--- src/hw/axi_pkg.sv ---
package axi_pkg;

	// bus widths
	localparam int ADDR_W = 64;
	localparam int DATA_W = 256;
	localparam int STRB_W = DATA_W / 8;
	localparam int ID_W = 6;
	localparam int LEN_W = 8;
	localparam int RESP_W = 2;

	localparam logic [RESP_W-1:0] RESP_OKAY = 2'b00;

	// write address channel
	typedef struct packed {
		logic [ADDR_W-1:0] addr;
		logic [ID_W-1:0] id;
		logic [LEN_W-1:0] len;
	} aw_req_t;

	// write data channel
	typedef struct packed {
		logic [DATA_W-1:0] data;
		logic [STRB_W-1:0] strb;
		logic last;
	} w_beat_t;

	// write response channel
	typedef struct packed {
		logic [ID_W-1:0] id;
		logic [RESP_W-1:0] resp;
	} b_resp_t;

	// read address channel
	typedef struct packed {
		logic [ADDR_W-1:0] addr;
		logic [ID_W-1:0] id;
		logic [LEN_W-1:0] len;
	} ar_req_t;

	// read data channel
	typedef struct packed {
		logic [DATA_W-1:0] data;
		logic [ID_W-1:0] id;
		logic [RESP_W-1:0] resp;
		logic last;
	} r_beat_t;

endpackage

--- src/hw/mem_pkg.sv ---
package mem_pkg;

	localparam int BEATS_PER_LINE = 2;
	localparam int BEAT_BYTES = axi_pkg::STRB_W;

	// bit 5 picks the beat and bits 6 and up the line
	localparam int BEAT_BIT = 5;
	localparam int LINE_LSB = 6;
	localparam int LINE_IDX_MAX_W = 16;

	typedef logic beat_sel_t;

	typedef struct packed {
		logic en;
		logic [LINE_IDX_MAX_W-1:0] line;
		beat_sel_t beat;
		logic [axi_pkg::DATA_W-1:0] data;
		logic [axi_pkg::STRB_W-1:0] strb;
	} store_wr_t;

	typedef struct packed {
		logic en;
		logic [LINE_IDX_MAX_W-1:0] line;
		beat_sel_t beat;
	} store_rd_t;

	function automatic logic [LINE_IDX_MAX_W-1:0] line_of(input logic [axi_pkg::ADDR_W-1:0] addr);
		return addr[LINE_LSB +: LINE_IDX_MAX_W];
	endfunction

	function automatic beat_sel_t beat_of(input logic [axi_pkg::ADDR_W-1:0] addr);
		return addr[BEAT_BIT];
	endfunction

endpackage

--- src/hw/axi_read_channel.sv ---
`timescale 1ns/100ps

module axi_read_channel
	import axi_pkg::*, mem_pkg::*;
#(
	parameter int LINE_W = 10
) (
	input logic clk,
	input logic rst_n,
	input logic ar_valid,
	input ar_req_t ar,
	output logic ar_ready,
	output store_rd_t store_rd,
	input logic [DATA_W-1:0] rd_data,
	output logic r_valid,
	output r_beat_t r,
	input logic r_ready
);

	// issue read, wait for store, then hold the beat on R
	typedef enum logic [1:0] {
		RD_IDLE,
		RD_REQ,
		RD_CAP,
		RD_SHOW
	} rd_state_t;

	rd_state_t state;
	logic [ID_W-1:0] id_q;
	logic [LINE_W-1:0] line_q;
	beat_sel_t beat_q;
	logic [LEN_W:0] remain_q;
	r_beat_t r_q;

	logic ar_fire;
	logic r_fire;

	assign ar_ready = (state == RD_IDLE);
	assign r_valid = (state == RD_SHOW);
	assign r = r_q;

	assign ar_fire = ar_valid && ar_ready;
	assign r_fire = r_valid && r_ready;

	always_ff @(posedge clk) begin
		if (!rst_n) begin
			state <= RD_IDLE;
		end else begin
			case (state)
				RD_IDLE: if (ar_fire) state <= RD_REQ;
				RD_REQ: state <= RD_CAP;
				RD_CAP: state <= RD_SHOW;
				RD_SHOW: begin
					if (r_fire) begin
						state <= r_q.last ? RD_IDLE : RD_REQ;
					end
				end
				default: state <= RD_IDLE;
			endcase
		end
	end

	// remaining count is len + 1, up to 256 beats
	always_ff @(posedge clk) begin
		if (ar_fire) begin
			id_q <= ar.id;
			line_q <= LINE_W'(line_of(ar.addr));
			beat_q <= beat_of(ar.addr);
			remain_q <= {1'b0, ar.len} + 1'b1;
		end else if (r_fire) begin
			beat_q <= beat_q + 1'b1;
			remain_q <= remain_q - 1'b1;
		end
	end

	always_comb begin
		store_rd.en = (state == RD_REQ);
		store_rd.line = LINE_IDX_MAX_W'(line_q);
		store_rd.beat = beat_q;
	end

	// output register only loads in RD_CAP, so it holds while stalled
	always_ff @(posedge clk) begin
		if (state == RD_CAP) begin
			r_q.data <= rd_data;
			r_q.id <= id_q;
			r_q.resp <= RESP_OKAY;
			r_q.last <= (remain_q == (LEN_W + 1)'(1));
		end
	end

endmodule

--- config.mk ---
export PLATFORM = sky130hd
export DESIGN_NAME = axi_read_channel
export DESIGN_NICKNAME = d
export VERILOG_FILES = /design/src/hw/axi_pkg.sv /design/src/hw/mem_pkg.sv /design/src/hw/axi_read_channel.sv
export SDC_FILE = /design/constraint.sdc
export NUM_CORES = 1
export LEC_CHECK = 0
export BUFFER_PORTS_ARGS = -buffer_cell sky130_fd_sc_hd__buf_4
export CELL_PAD_IN_SITES_DETAIL_PLACEMENT = 1
export CELL_PAD_IN_SITES_GLOBAL_PLACEMENT = 2
export CORE_AREA = 2 2 246 248
export CTS_CLUSTER_DIAMETER = 100
export DETAILED_ROUTE_END_ITERATION = 16
export DIE_AREA = 0 0 248 250
export MAX_ROUTING_LAYER = met4
export PLACE_DENSITY_LB_ADDON = 0.1
export SLEW_MARGIN = 15
export SYNTH_ARGS = -nofsm -noshare
export SYNTH_HDL_FRONTEND = slang
export SYNTH_SLANG_ARGS = --single-unit
--- constraint.sdc ---
create_clock -name clk -period 7.8 [get_ports clk]
set_clock_uncertainty 0.2 [all_clocks]
set_input_delay 0.78 -clock clk [delete_from_list [all_inputs] [get_ports clk]]
set_output_delay 0.78 -clock clk [all_outputs]
set_load 0.005 [all_outputs]
Yosys cells after proc, flatten, opt, wreduce, memory -nomap -nowiden:

Cells that the tools add are included.

* output and inout port bits: 285
* input port bits: 338
* logic and storage cells: 30
* bits in registers: 291

* muxes and demuxes: 8
* reductions and logical operators: 5
* equality and inequality tests: 6
* add/subtract/negate cells: 3

Operators by type and width (number)
* 2-to-1 mux 9 bit: 2
* adder 8 x 1 -> 9 bit, second input constant: 1
* == test 9 x 1 -> 1 bit, second input constant: 1
* subtractor 9 x 1 -> 9 bit, second input constant: 1
* case mux 2 bit (4 select lines): 1
* == test 2 bit, second input constant: 2
* 2-to-1 mux 2 bit: 2
* != test 2 x 1 -> 1 bit, second input constant: 2
* 2-to-1 mux 1 bit: 3
* == test 2 x 1 -> 1 bit, second input constant: 1
* logical AND 1 bit: 2
* zero test 2 bit: 1
* AND reduction 2 bit: 1
* nonzero test 2 bit: 1
* adder 1 bit, second input constant: 1

Depth between registers and ports, before layout:

* depth in word-level cells: 4
* depth in mapped cells: 6
* mapped depth without buffers: 6

Worst setup path after synthesis:

No wires, ideal clock.

* path type: flip-flop to flip-flop
* start: reg state[0]
* end: reg r_q, in the netlist r[0], enable pin
* stages on the path, launching flop included: 3
* library setup time: 0.659 ns
* path slack: 0.434 ns
* buffers on the path: 0
* required time: 6.941 ns
* arrival: 6.507 ns
* clock period less this slack: 7.366 ns
* cells stage by stage: dfxtp_1 > inv_1 > ha_1

* word-level cells in the longest chain between the ends: 1

RTL lines
* from (decl): line axi_read_channel.sv:28 `rd_state_t state;`
* from (signal assigned): line axi_read_channel.sv:55 `state <= r_q.last ? RD_IDLE : RD_REQ;`
* == test 2 bit: line axi_read_channel.sv:84 `if (state == RD_CAP) begin`
* to (decl): line axi_read_channel.sv:33 `r_beat_t r_q;`

Every way passes these cells.
A chain may end at the register's enable or synchronous reset.

Worst setup path after layout:

* start: reg state[0]
* end: reg r_q, in the netlist r[91], enable pin

The elaborated chain is that of the path after synthesis.

==> results <==
- For the pin with the worst max-slew slack, the measured transition is 1030 ps.
- Entering global routing, the biggest net connects 162 pins.
- The number of failing hold endpoints at the final stage is 0.
- Input and output buffers added on the ports amount to 561.
- Yosys mapped the design onto 29 distinct sky130hd cell types.
- The run finished with clean final reports.
- The total net switching power is 1280 uW.
- For this design the static power due to leakage is 0.00619 uW.
- The overall via count from detail_route is 5883.
- The final net count is 1324.
- The cell count after synthesis came out at 377.
- Of the post-synthesis cell area, the dominant cell type holds 0.933.
- The first-pass iteration count of the detailed router is 4.
- Counting every sink on the clock net gives 291.
- Routed signal wires occupy layers up through met4.
- The wire length the detailed router placed on met1 is 11100 um.
- In the post-synthesis netlist, the biggest area contributors are sky130_fd_sc_hd__edfxtp_1, sky130_fd_sc_hd__ha_1, sky130_fd_sc_hd__buf_4.
- The leading cell type in the layout, fill and taps excluded is sky130_fd_sc_hd__buf_4.
- The first routing iteration left 236 violations.
- For this run, the total global-route usage over all layers was measured as 0.110.
- The number of maximum-capacitance violations is 0.
- From bottom edge to top edge, the die measures 250 um.
- A synthesized cell averages 24.7 um2.
- The share of total power dissipated in sequential elements is 0.465.
- The setup-violating endpoint count in the final report is 0.
- The combinational group share of total power is 0.198.
- The top cell types in the final layout, fill and taps aside, are sky130_fd_sc_hd__buf_4, sky130_fd_sc_hd__edfxtp_1, sky130_fd_sc_hd__clkbuf_16.
- The average vias per placed instance is 3.28.
- The share of the cycle needed by the critical path after routing is 0.325.
- During I/O placement, the number of pins put on the boundary was 623.
- The critical path is of the register to register type.
- The worst-case headroom to the max-slew limit is 0.311.
- The non-filler instance count after layout is 1791.
- The design draws 4940 uW.
- The cts-stage hold buffer count is 0.
- The shortest period the worst path allows is 2540 ps.
- In this run the worst path has a maximum fanout of 69.
- The number of antenna violations at the first check in global routing came to 1.
- The maximum vdd drop is 0.165 mV.
- The final routed DRC violation total is 0.
- Setup repair after global routing left no endpoint under its margin.
- The relative area change from synthesis to final layout is 68.4%.
- The half-perimeter wire length after detailed placement is 27000 um.
- The clock latency on the worst-skew pair is 540 ps.
- The final weighted congestion in routability-driven placement is 0.745.
- For this run, the number of Yosys warnings is 0.
- Hold is met by 205 ps.
- The post-synthesis async set-or-reset flop share is 0.
- TritonCTS built the clock tree.
- Synthesis inferred 291 register bits.
- Global routing finished with a remaining overflow of 0.
- The number of buffers created by CTS is 39.
- The routed design uses 19900 um of met2 wire.
- The clock root buffer is sky130_fd_sc_hd__clkbuf_16.
- The clock input transition at the sequential cells of the worst setup and hold paths is 60 ps.
- For this configuration, the core starts out at a cell density of 0.156.
- The power per cell area is 316 nW/um2.
- The total detailed-routing wirelength is 35100 um.
- The H-tree level count is 2.
- No sink is reached through more buffers than the 3 on the longest clock path.
- The number of enable-type register cells in the synthesized netlist is 289.
- After detailed routing, the met3 layer carries 3330 um of wire.
- The clock group share of total power is 0.336.
- The number of buffers added for setup after CTS is 0.
- The synthesized design spends more area on one cell type than any other, namely sky130_fd_sc_hd__edfxtp_1.
- In this run the horizontal extent of the chip is 248 um.
- The number of slew-limit violations in the final report was 0.
- The residual antenna-violating net count after detailed routing is 0.
- Of the total power, the share spent switching nets is 0.258.
- The type of element capturing the critical path is a register.
- The number of gates resized after cts is 0.
- The mapped netlist covers 9300 um2.
- The required time of the critical path is 7760 ps.
- The proportion of layout cells with a drive suffix above 1 is 0.613.
- The placeable core region is 59600 um2.
- Among all flip-flop cells after synthesis, the most frequent one is sky130_fd_sc_hd__edfxtp_1.
- The wire length of the first global-routing pass is 46200 um.
- The data arrival time at the worst-slack endpoint is 2500 ps.
- The total negative slack for setup checks is 0 ps.
- Dividing the detail-routed wire length by the instance count gives 19.6 um.
- Of the synthesized area, sequential elements account for 0.937.
- The die covers 62000 um2.
- Once placement completed, the tool counted placed cells totaling 1719.
- The via count of the first global-routing pass is 6132.
- The startpoint type of the worst setup path is a register.
- The kind of path behind the tightest hold check is input port to register.
- For this run, the top clock speed supported by timing is 394 MHz.
- Row generation in the floorplan step produced 90 rows.
- The internal power component is 3670 uW.
## metrics by stage
step / utilization / instance area [um2] / setup slack, ps
finish: 0.263 / 15700 / 5260
CTS: 0.263 / 15700 / 5190
global placement: 0.243 / 14500 / 5210
floorplan: - / 9330 / 434
global route: 0.263 / 15700 / 5090
detailed placement: 0.243 / 14500 / 5210
## power groups by stage
| stage | combinational, uW | sequential [uW] | clock (uW) |
|---|---|---|---|
| 5_1_grt | 1070 | 2340 | 1800 |
| 6_report | 981 | 2300 | 1660 |
| 3_3_place_gp | 1040 | 2330 | 0 |
| 3_5_place_dp | 1030 | 2340 | 0 |
| 4_1_cts | 1030 | 2310 | 1740 |
| 2_1_floorplan | 191 | 2430 | 0 |
## cells by family (layout without fill, tap and decap cells)
kind of cell | Yosys count | count (layout) | share of synthesized area
xor+xnor | 11 | 11 | 0.0104
buf+inv | 19 | 642 | 0.0113
flops | 291 | 291 | 0.937
other cells | 1 | 10 | 0.000403
fa+ha+maj | 8 | 8 | 0.0108
mux | 5 | 5 | 0.00538
simple gates | 28 | 28 | 0.0155
compound gates | 14 | 14 | 0.00915
## flip-flops by register name (all words and copies together), names as in the netlist
register / count
remain_q: 9
id_q: 6
line_q: 10
state: 2
beat_q: 1
r: 263
## synth_stat cells, drive strengths merged, types with 2 or more instances
master / n
nand4: 2
buf: 9
nor3: 2
nand3: 3
dfxtp: 2
xor2: 5
a21oi: 5
ha: 8
mux2i: 5
nand2: 9
o21ai: 2
nor2: 8
inv: 9
edfxtp: 289
o22ai: 2
xnor2: 6
## worst max-delay path, stage by stage (launching register included)
cell and delay [ps]:
sky130_fd_sc_hd__dfxtp_1 340, sky130_fd_sc_hd__inv_1 170, sky130_fd_sc_hd__ha_4 520, sky130_fd_sc_hd__buf_4 810
## final cells by class
cell class / instances / area (um2)
Fill cell: 6418 / 43900
Sequential cell: 291 / 8720
Timing Repair Buffer: 563 / 4240
Clock buffer: 50 / 1040
Tap cell: 782 / 978
Multi-Input combinational cell: 74 / 518
Clock inverter: 20 / 130
Inverter: 9 / 33.8
Antenna cell: 2 / 5.00
## routing by layer
| layer | GRT usage | up-vias |
|---|---|---|
| li1 | - | 2684 |
| met1 | 0.0981 | 2901 |
| met2 | 0.209 | 248 |
| met3 | 0.0450 | 50 |
| met4 | 0.0308 | 0 |
| met5 | - | - |
## path summary, 6_finish.rpt
path	cells past startpoint	slack, ps	start	endpoint
setup / recovery	3	5260	state[0]	r[91]
hold / removal	1	210	rd_data[62]	r[71]
setup reg to reg	3	5260	state[0]	r[91]
hold reg to reg	0	210	id_q[5]	r[8]
(Power assumes the default switching activity.)
