[src/hw/axi_pkg.sv]
package axi_pkg;

	// bus widths
	localparam int ADDR_W = 64;
	localparam int DATA_W = 256;
	localparam int STRB_W = DATA_W / 8;
	localparam int ID_W = 6;
	localparam int LEN_W = 8;
	localparam int RESP_W = 2;

	localparam logic [RESP_W-1:0] RESP_OKAY = 2'b00;

	// write address channel
	typedef struct packed {
		logic [ADDR_W-1:0] addr;
		logic [ID_W-1:0] id;
		logic [LEN_W-1:0] len;
	} aw_req_t;

	// write data channel
	typedef struct packed {
		logic [DATA_W-1:0] data;
		logic [STRB_W-1:0] strb;
		logic last;
	} w_beat_t;

	// write response channel
	typedef struct packed {
		logic [ID_W-1:0] id;
		logic [RESP_W-1:0] resp;
	} b_resp_t;

	// read address channel
	typedef struct packed {
		logic [ADDR_W-1:0] addr;
		logic [ID_W-1:0] id;
		logic [LEN_W-1:0] len;
	} ar_req_t;

	// read data channel
	typedef struct packed {
		logic [DATA_W-1:0] data;
		logic [ID_W-1:0] id;
		logic [RESP_W-1:0] resp;
		logic last;
	} r_beat_t;

endpackage

[src/hw/mem_pkg.sv]
package mem_pkg;

	localparam int BEATS_PER_LINE = 2;
	localparam int BEAT_BYTES = axi_pkg::STRB_W;

	// bit 5 picks the beat and bits 6 and up the line
	localparam int BEAT_BIT = 5;
	localparam int LINE_LSB = 6;
	localparam int LINE_IDX_MAX_W = 16;

	typedef logic beat_sel_t;

	typedef struct packed {
		logic en;
		logic [LINE_IDX_MAX_W-1:0] line;
		beat_sel_t beat;
		logic [axi_pkg::DATA_W-1:0] data;
		logic [axi_pkg::STRB_W-1:0] strb;
	} store_wr_t;

	typedef struct packed {
		logic en;
		logic [LINE_IDX_MAX_W-1:0] line;
		beat_sel_t beat;
	} store_rd_t;

	function automatic logic [LINE_IDX_MAX_W-1:0] line_of(input logic [axi_pkg::ADDR_W-1:0] addr);
		return addr[LINE_LSB +: LINE_IDX_MAX_W];
	endfunction

	function automatic beat_sel_t beat_of(input logic [axi_pkg::ADDR_W-1:0] addr);
		return addr[BEAT_BIT];
	endfunction

endpackage

[src/hw/axi_write_channel.sv]
`timescale 1ns/100ps

module axi_write_channel
	import axi_pkg::*, mem_pkg::*;
#(
	parameter int LINE_W = 10,
	parameter int B_QUEUE_DEPTH = 4
) (
	input logic clk,
	input logic rst_n,
	input logic aw_valid,
	input aw_req_t aw,
	output logic aw_ready,
	input logic w_valid,
	input w_beat_t w,
	output logic w_ready,
	output logic b_valid,
	output b_resp_t b,
	input logic b_ready,
	output store_wr_t store_wr
);

	localparam int PTR_W = (B_QUEUE_DEPTH > 1) ? $clog2(B_QUEUE_DEPTH) : 1;
	localparam int CNT_W = $clog2(B_QUEUE_DEPTH + 1);

	// burst context
	logic wr_open;
	logic [ID_W-1:0] id_q;
	logic [LINE_W-1:0] line_q;
	beat_sel_t beat_q;

	// response queue
	logic [ID_W-1:0] q_mem [B_QUEUE_DEPTH];
	logic [PTR_W-1:0] q_wr_ptr;
	logic [PTR_W-1:0] q_rd_ptr;
	logic [CNT_W-1:0] q_count;
	logic q_full;
	logic q_push;

	logic aw_fire;
	logic w_fire;
	logic b_fire;

	function automatic logic [PTR_W-1:0] next_ptr(input logic [PTR_W-1:0] ptr);
		return (ptr == PTR_W'(B_QUEUE_DEPTH - 1)) ? '0 : ptr + 1'b1;
	endfunction

	assign q_full = (q_count == CNT_W'(B_QUEUE_DEPTH));
	// one burst at a time, and only with room for its response
	assign aw_ready = !wr_open && !q_full;
	assign w_ready = wr_open;
	assign b_valid = (q_count != '0);

	assign aw_fire = aw_valid && aw_ready;
	assign w_fire = w_valid && w_ready;
	assign b_fire = b_valid && b_ready;
	assign q_push = w_fire && w.last;

	always_ff @(posedge clk) begin
		if (!rst_n) begin
			wr_open <= 1'b0;
		end else if (aw_fire) begin
			wr_open <= 1'b1;
		end else if (q_push) begin
			wr_open <= 1'b0;
		end
	end

	// beat index wraps inside the line
	always_ff @(posedge clk) begin
		if (aw_fire) begin
			id_q <= aw.id;
			line_q <= LINE_W'(line_of(aw.addr));
			beat_q <= beat_of(aw.addr);
		end else if (w_fire) begin
			beat_q <= beat_q + 1'b1;
		end
	end

	always_comb begin
		store_wr.en = w_fire;
		store_wr.line = LINE_IDX_MAX_W'(line_q);
		store_wr.beat = beat_q;
		store_wr.data = w.data;
		store_wr.strb = w.strb;
	end

	always_ff @(posedge clk) begin
		if (q_push) begin
			q_mem[q_wr_ptr] <= id_q;
		end
	end

	always_ff @(posedge clk) begin
		if (!rst_n) begin
			q_wr_ptr <= '0;
			q_rd_ptr <= '0;
			q_count <= '0;
		end else begin
			if (q_push) begin
				q_wr_ptr <= next_ptr(q_wr_ptr);
			end
			if (b_fire) begin
				q_rd_ptr <= next_ptr(q_rd_ptr);
			end
			if (q_push && !b_fire) begin
				q_count <= q_count + 1'b1;
			end else if (b_fire && !q_push) begin
				q_count <= q_count - 1'b1;
			end
		end
	end

	// oldest response
	assign b.id = q_mem[q_rd_ptr];
	assign b.resp = RESP_OKAY;

endmodule

[config.mk]
export PLATFORM = sky130hd
export DESIGN_NAME = axi_write_channel
export DESIGN_NICKNAME = d
export VERILOG_FILES = /design/src/hw/axi_pkg.sv /design/src/hw/mem_pkg.sv /design/src/hw/axi_write_channel.sv
export SDC_FILE = /design/constraint.sdc
export NUM_CORES = 1
export LEC_CHECK = 0
export ABC_AREA = 1
export BUFFER_PORTS_ARGS = -buffer_cell sky130_fd_sc_hd__buf_2
export CAP_MARGIN = 20
export CORE_AREA = 10 10 261 263
export CTS_CLUSTER_DIAMETER = 40
export DETAILED_ROUTE_END_ITERATION = 10
export DIE_AREA = 0 0 271 273
export HOLD_SLACK_MARGIN = 0.15
export PLACE_DENSITY = 0.39
export SYNTH_ARGS = -nofsm -noshare
export SYNTH_HDL_FRONTEND = slang
export SYNTH_SLANG_ARGS = --single-unit
[constraint.sdc]
create_clock -name clk -period 3.7 [get_ports clk]
set_input_delay 0.185 -clock clk [delete_from_list [all_inputs] [get_ports clk]]
set_output_delay 0.185 -clock clk [all_outputs]
set_load 0.02 [all_outputs]
==> After elaboration in Yosys (flattened, before gate mapping) <==
Memory sizes are Yosys's and may differ from the RTL's. A register that Yosys moved wholly into a read port is not among the register bits.
Index checks and enable logic that the tools add are counted.
{ "classes": {"addsub": 5, "reduce_logical": 15, "eq_ne": 3, "mux": 12} }
{ "ops": {"columns": ["op", "n"], "rows": [
  ["$mux 2", 4],
  ["$logic_and 1x1->1", 7],
  ["$mux 1", 6],
  ["$mux 3", 2],
  ["$reduce_bool 2->1", 3],
  ["$add 2x1->2 const B", 2],
  ["$eq 2x2->1 const B", 2],
  ["$logic_not 1->1", 4],
  ["$add 3x1->3 const B", 1],
  ["$eq 3x3->1 const B", 1],
  ["$reduce_bool 3->1", 1],
  ["$sub 3x1->3 const B", 1],
  ["$add 1x1->1 const B", 1]
]} }
{ "word_totals": {"mem_count": 1, "output_inout_bits": 317, "input_bits": 372, "mem_bits_rw": 24, "ff_bits": 25} }
{ "memory_table": {"columns": ["memory", "depth", "word_bits", "read_ports", "rd_ports_with_merged_regs", "wr", "line", "rtl"], "rows": [
  ["q_mem", 4, 6, 1, 1, 1, "axi_write_channel.sv:33", "logic [ID_W-1:0] q_mem [B_QUEUE_DEPTH];"]
]} }

==> Logic depth before layout (Yosys ltp) <==
{ "logic_depth": {"depth_word": 6, "depth_mapped": 12, "ltp_nobuf": 12} }

==> Worst setup path before layout <==
OpenSTA, ideal clock, no wires.
{ "synth_timing": {"kind": "reg-to-reg", "start": "register wr_open, in the netlist w_ready", "end": "register q_count[2]", "period_less_slack_ns": 1.731, "required_ns": 3.590, "slack_ns": 1.969, "stages_incl_launch_ff": 12, "arrival_ns": 1.621, "cell_sequence": "dfxtp_1 nand3_4 clkinv_2 ha_1 inv_1 fa_1 inv_1 nand2_1 nand3_1 nand2_1 inv_1 nor2_1"} }
{ "synth_between": {"elab_chain_cells": 5, "elab_cells_between_ends": 7, "cone_classes": "1 x mux; 6 x reduce/logical"} }
{ "synth_lines": {"columns": ["item", "line", "rtl"], "rows": [
  ["start: declaration", "axi_write_channel.sv:27", "logic wr_open;"],
  ["start signal: assignment", "axi_write_channel.sv:61", "wr_open <= 1'b0;"],
  ["start signal: assignment", "axi_write_channel.sv:63", "wr_open <= 1'b1;"],
  ["start signal: assignment", "axi_write_channel.sv:65", "wr_open <= 1'b0;"],
  ["$logic_and 1x1->1 *", "axi_write_channel.sv:55", "assign w_fire = w_valid && w_ready;"],
  ["$logic_and 1x1->1 *", "axi_write_channel.sv:57", "assign q_push = w_fire && w.last;"],
  ["net q_push", "axi_write_channel.sv:38", "logic q_push;"],
  ["$logic_not 1->1", "axi_write_channel.sv:108", "end else if (b_fire && !q_push) begin"],
  ["$logic_and 1x1->1", "axi_write_channel.sv:108", null],
  ["$reduce_bool 2->1 (no line)", null, null],
  ["end signal: assignment", "axi_write_channel.sv:107", "q_count <= q_count + 1'b1;"],
  ["end signal: assignment", "axi_write_channel.sv:109", "q_count <= q_count - 1'b1;"],
  ["end: declaration", "axi_write_channel.sv:36", "logic [CNT_W-1:0] q_count;"]
]} }
Mark *: on every way through the listed nets, which the timed path passes. The rest lies on a longest branch.
A chain may end at the register's enable or synchronous reset.

==> flow_summary.json <==
{
  "irDropWorstVdd_mv": 0.354,
  "power-per-cell-area_nw_per_um2": 482,
  "reg2reg_depth": 11,
  "core_area_um2": 62700,
  "cts.sinks": 51,
  "start_util": 0.0674,
  "critPathRequiredTime_ps": 3510,
  "grt_antenna_before_repair": 1,
  "synthFlopType": "edfxtp_1",
  "holdCritPathClass": "primary input to register",
  "max_stage_delay_ps": 590,
  "grt_util_met3": 0.187,
  "drive_gt1_frac": 0.261,
  "fin_util": 0.0570,
  "clk_latency_ps": 290,
  "cts.path.max_buffers": 2,
  "nFillCells": 7395,
  "slew_headroom": 0.578,
  "global_route.overflow_total": 0,
  "synth_top_family_by_area": "buffers and inverters",
  "ff2ff_setup_slack_ps": 1950,
  "tightest_slew_ps": 630,
  "diodes": 0,
  "cts-root-buf": "clkbuf_16",
  "min_from": "aw[19]",
  "synthXorXnorAreaFrac": 0,
  "fp-row-count": 92,
  "drt_iter0_markers": 92,
  "setup_violations": 0,
  "numCtsBuffers": 5,
  "crit_type": "register to output port",
  "path_buf_inv": 2,
  "routed-via-count": 1854,
  "top_usage_layer": "met3",
  "first_global_vias": 2028,
  "cts_setup_buffers": 0,
  "cp_top_family": "flip-flops",
  "die_h_um": 273,
  "synth_seq_cells": 51,
  "io_buffers": 43,
  "comb_power_share": 0.286,
  "grt_max_degree": 18,
  "dieWidth_um": 271,
  "skew_ps": 5.16,
  "min_path_cells": 3,
  "holdWs_ps": 168,
  "die_area_um2": 74000,
  "htreeDepth": 2,
  "grt_setup_unrepaired": "no",
  "critPathSlowestCell": "dfxtp_1",
  "via_per_inst": 1.73,
  "endpoint_kind": "output port",
  "path_clk_slew_ps": 60,
  "netlist_instances": 452,
  "yosysSeqAreaShare": 0.339,
  "hpwl_um": 34700,
  "ys_types": 25,
  "postCtsResizedCells": 0,
  "wl_um": 36600,
  "syn_area_um2": 4230,
  "stdcell_count": 1072,
  "drv_cap": 0,
  "slew_violations": 0,
  "layout_commonest_cell": "buf_2",
  "cts_tree": "built",
  "leakage_nw": 1.06,
  "rr_startpoint": "w_ready",
  "tns_ps": 0,
  "synth-async-reset-ratio": 0,
  "dp_cells": 1048,
  "ioPinCount": 689,
  "routabilityCongestion": 0.713,
  "crit_path_start_kind": "register",
  "path_cells": "inv_2, o21ai_0, o22ai_1, buf_2",
  "wire_per_inst_um": 34.2,
  "pwr-share-seq": 0.453,
  "syn_avg_cell_area_um2": 9.35,
  "use_met2": 0.142,
  "areaGrowthSynthToFinish_pct": -15.4,
  "drc": 0,
  "power.internal_mw": 1.13,
  "clock.fmax_mhz": 561,
  "swShare": 0.347,
  "grtUsageMet1": 0.0196,
  "finalHoldViolations": 0,
  "min_period_over_period": 0.482,
  "cp.arrival_ps": 1600,
  "synthMuxAreaShare": 0,
  "ys_warn_count": 0,
  "r2r_end": "q_count[2]",
  "synth_adder_area_share": 0.0225,
  "firstDrtPassIters": 3,
  "switchingPower_mw": 0.599,
  "regArea_um2": 1430,
  "detail-route-antenna-nets": 0,
  "cp_max_fo": 13,
  "synthSimpleGateAreaFrac": 0.0515,
  "multi_input_area_um2": 497,
  "grt_pass1_wl_um": 40400,
  "setup_ws_ps": 1920,
  "fin_crit_ps": 1780,
  "p_clk_frac": 0.260,
  "final_cell_mix": "buf_2 (43), edfxtp_1 (41), nor2_1 (24), dlygate4sd3_1 (16), inv_1 (15)",
  "pre_cts_ws_ps": 1950,
  "final_nets": 604,
  "synth_enable_flop_cells": 41,
  "outcome": "completed",
  "synth-compound-area-share": 0.0364,
  "track_usage": 0.0929,
  "whs_endpoint": "beat_q"
}
power groups by stage:
stage | Combinational, mW | Sequential, mW | Clock [mW]
6_report | 0.494 | 0.782 | 0.448
5_1_grt | 0.560 | 0.797 | 0.490
2_1_floorplan | 0.786 | 0.792 | 0
3_3_place_gp | 0.487 | 0.797 | 0
3_5_place_dp | 0.489 | 0.798 | 0
4_1_cts | 0.504 | 0.786 | 0.465
logic make-up (layout without fill, tap and decap cells):
group / Yosys count / count (layout)
DFF: 51 / 51
other: 1 / 8
adders and majority gates: 7 / 7
AOI/OAI and AO/OA: 28 / 28
buffers and inverters: 319 / 86
and+or+nand+nor: 46 / 46
worst max path at each step:
stage | endpoint | slack [ps] | cells past startpoint
CTS | b[7] | 1860 | 4
finish | b[7] | 1920 | 4
detailed placement | q_count[2] | 1950 | 11
global route | q_count[2] | 1750 | 11
global placement | q_count[2] | 1940 | 11
floorplan | q_count[2] | 1970 | 11
flip-flops by register name (all words and copies together), names as in the netlist, named ones only:
signal    cells
w_ready       1
line_q       10
q_rd_ptr      2
q_count       3
beat_q        1
q_wr_ptr      2
id_q          6
q_mem        24
Yosys cell counts (all sizes together), types with 3 or more instances:
cell    number  area, um2
o22ai        6       37.5
ha           6       75.1
edfxtp      41       1230
buf        300       2250
nand2       16       70.1
inv         18       67.6
o21ai       16       83.8
nor2        25        101
a21oi        5       25.0
nand3        3       32.5
dfxtp       10        200
routing by layer:
layer  vias to the layer above  wire length, um
met5                         -              516
met4                         6             1740
met3                        95            15600
met2                       406            16000
met1                       684             2810
li1                        663                -
worst reg2reg max path: stages, from the launching register on:
cell      delay [ps]
dfxtp_1          450
nand3_4          170
clkinv_2          90
ha_1             180
inv_1             70
fa_1             370
inv_1             60
nand2_1           60
nand3_1           70
nand2_1           50
inv_1             40
nor2_1            40
layout make-up:
| cell class | instances | share of cell area |
|---|---|---|
| Timing Repair Buffer | 59 | 0.105 |
| Clock inverter | 2 | 0.00350 |
| Sequential cell | 51 | 0.400 |
| Tap cell | 846 | 0.296 |
| Multi-Input combinational cell | 89 | 0.139 |
| Clock buffer | 6 | 0.0360 |
| Inverter | 19 | 0.0203 |
metrics by stage:
step	instance area (um2)	power (mW)
2_1_floorplan	4250	1.58
3_3_place_gp	3270	1.28
3_5_place_dp	3270	1.29
4_1_cts	3580	1.75
5_1_grt	3580	1.85
6_report	3580	1.72
timing repair:
| item | 4_1_cts | 5_1_grt |
|---|---|---|
| hold buffers | 16 | 0 |
| setup endpoints to repair | 0 | 0 |
| endpoints found under the hold margin | 16 | 0 |
Power figures use the tool's default switching activity.
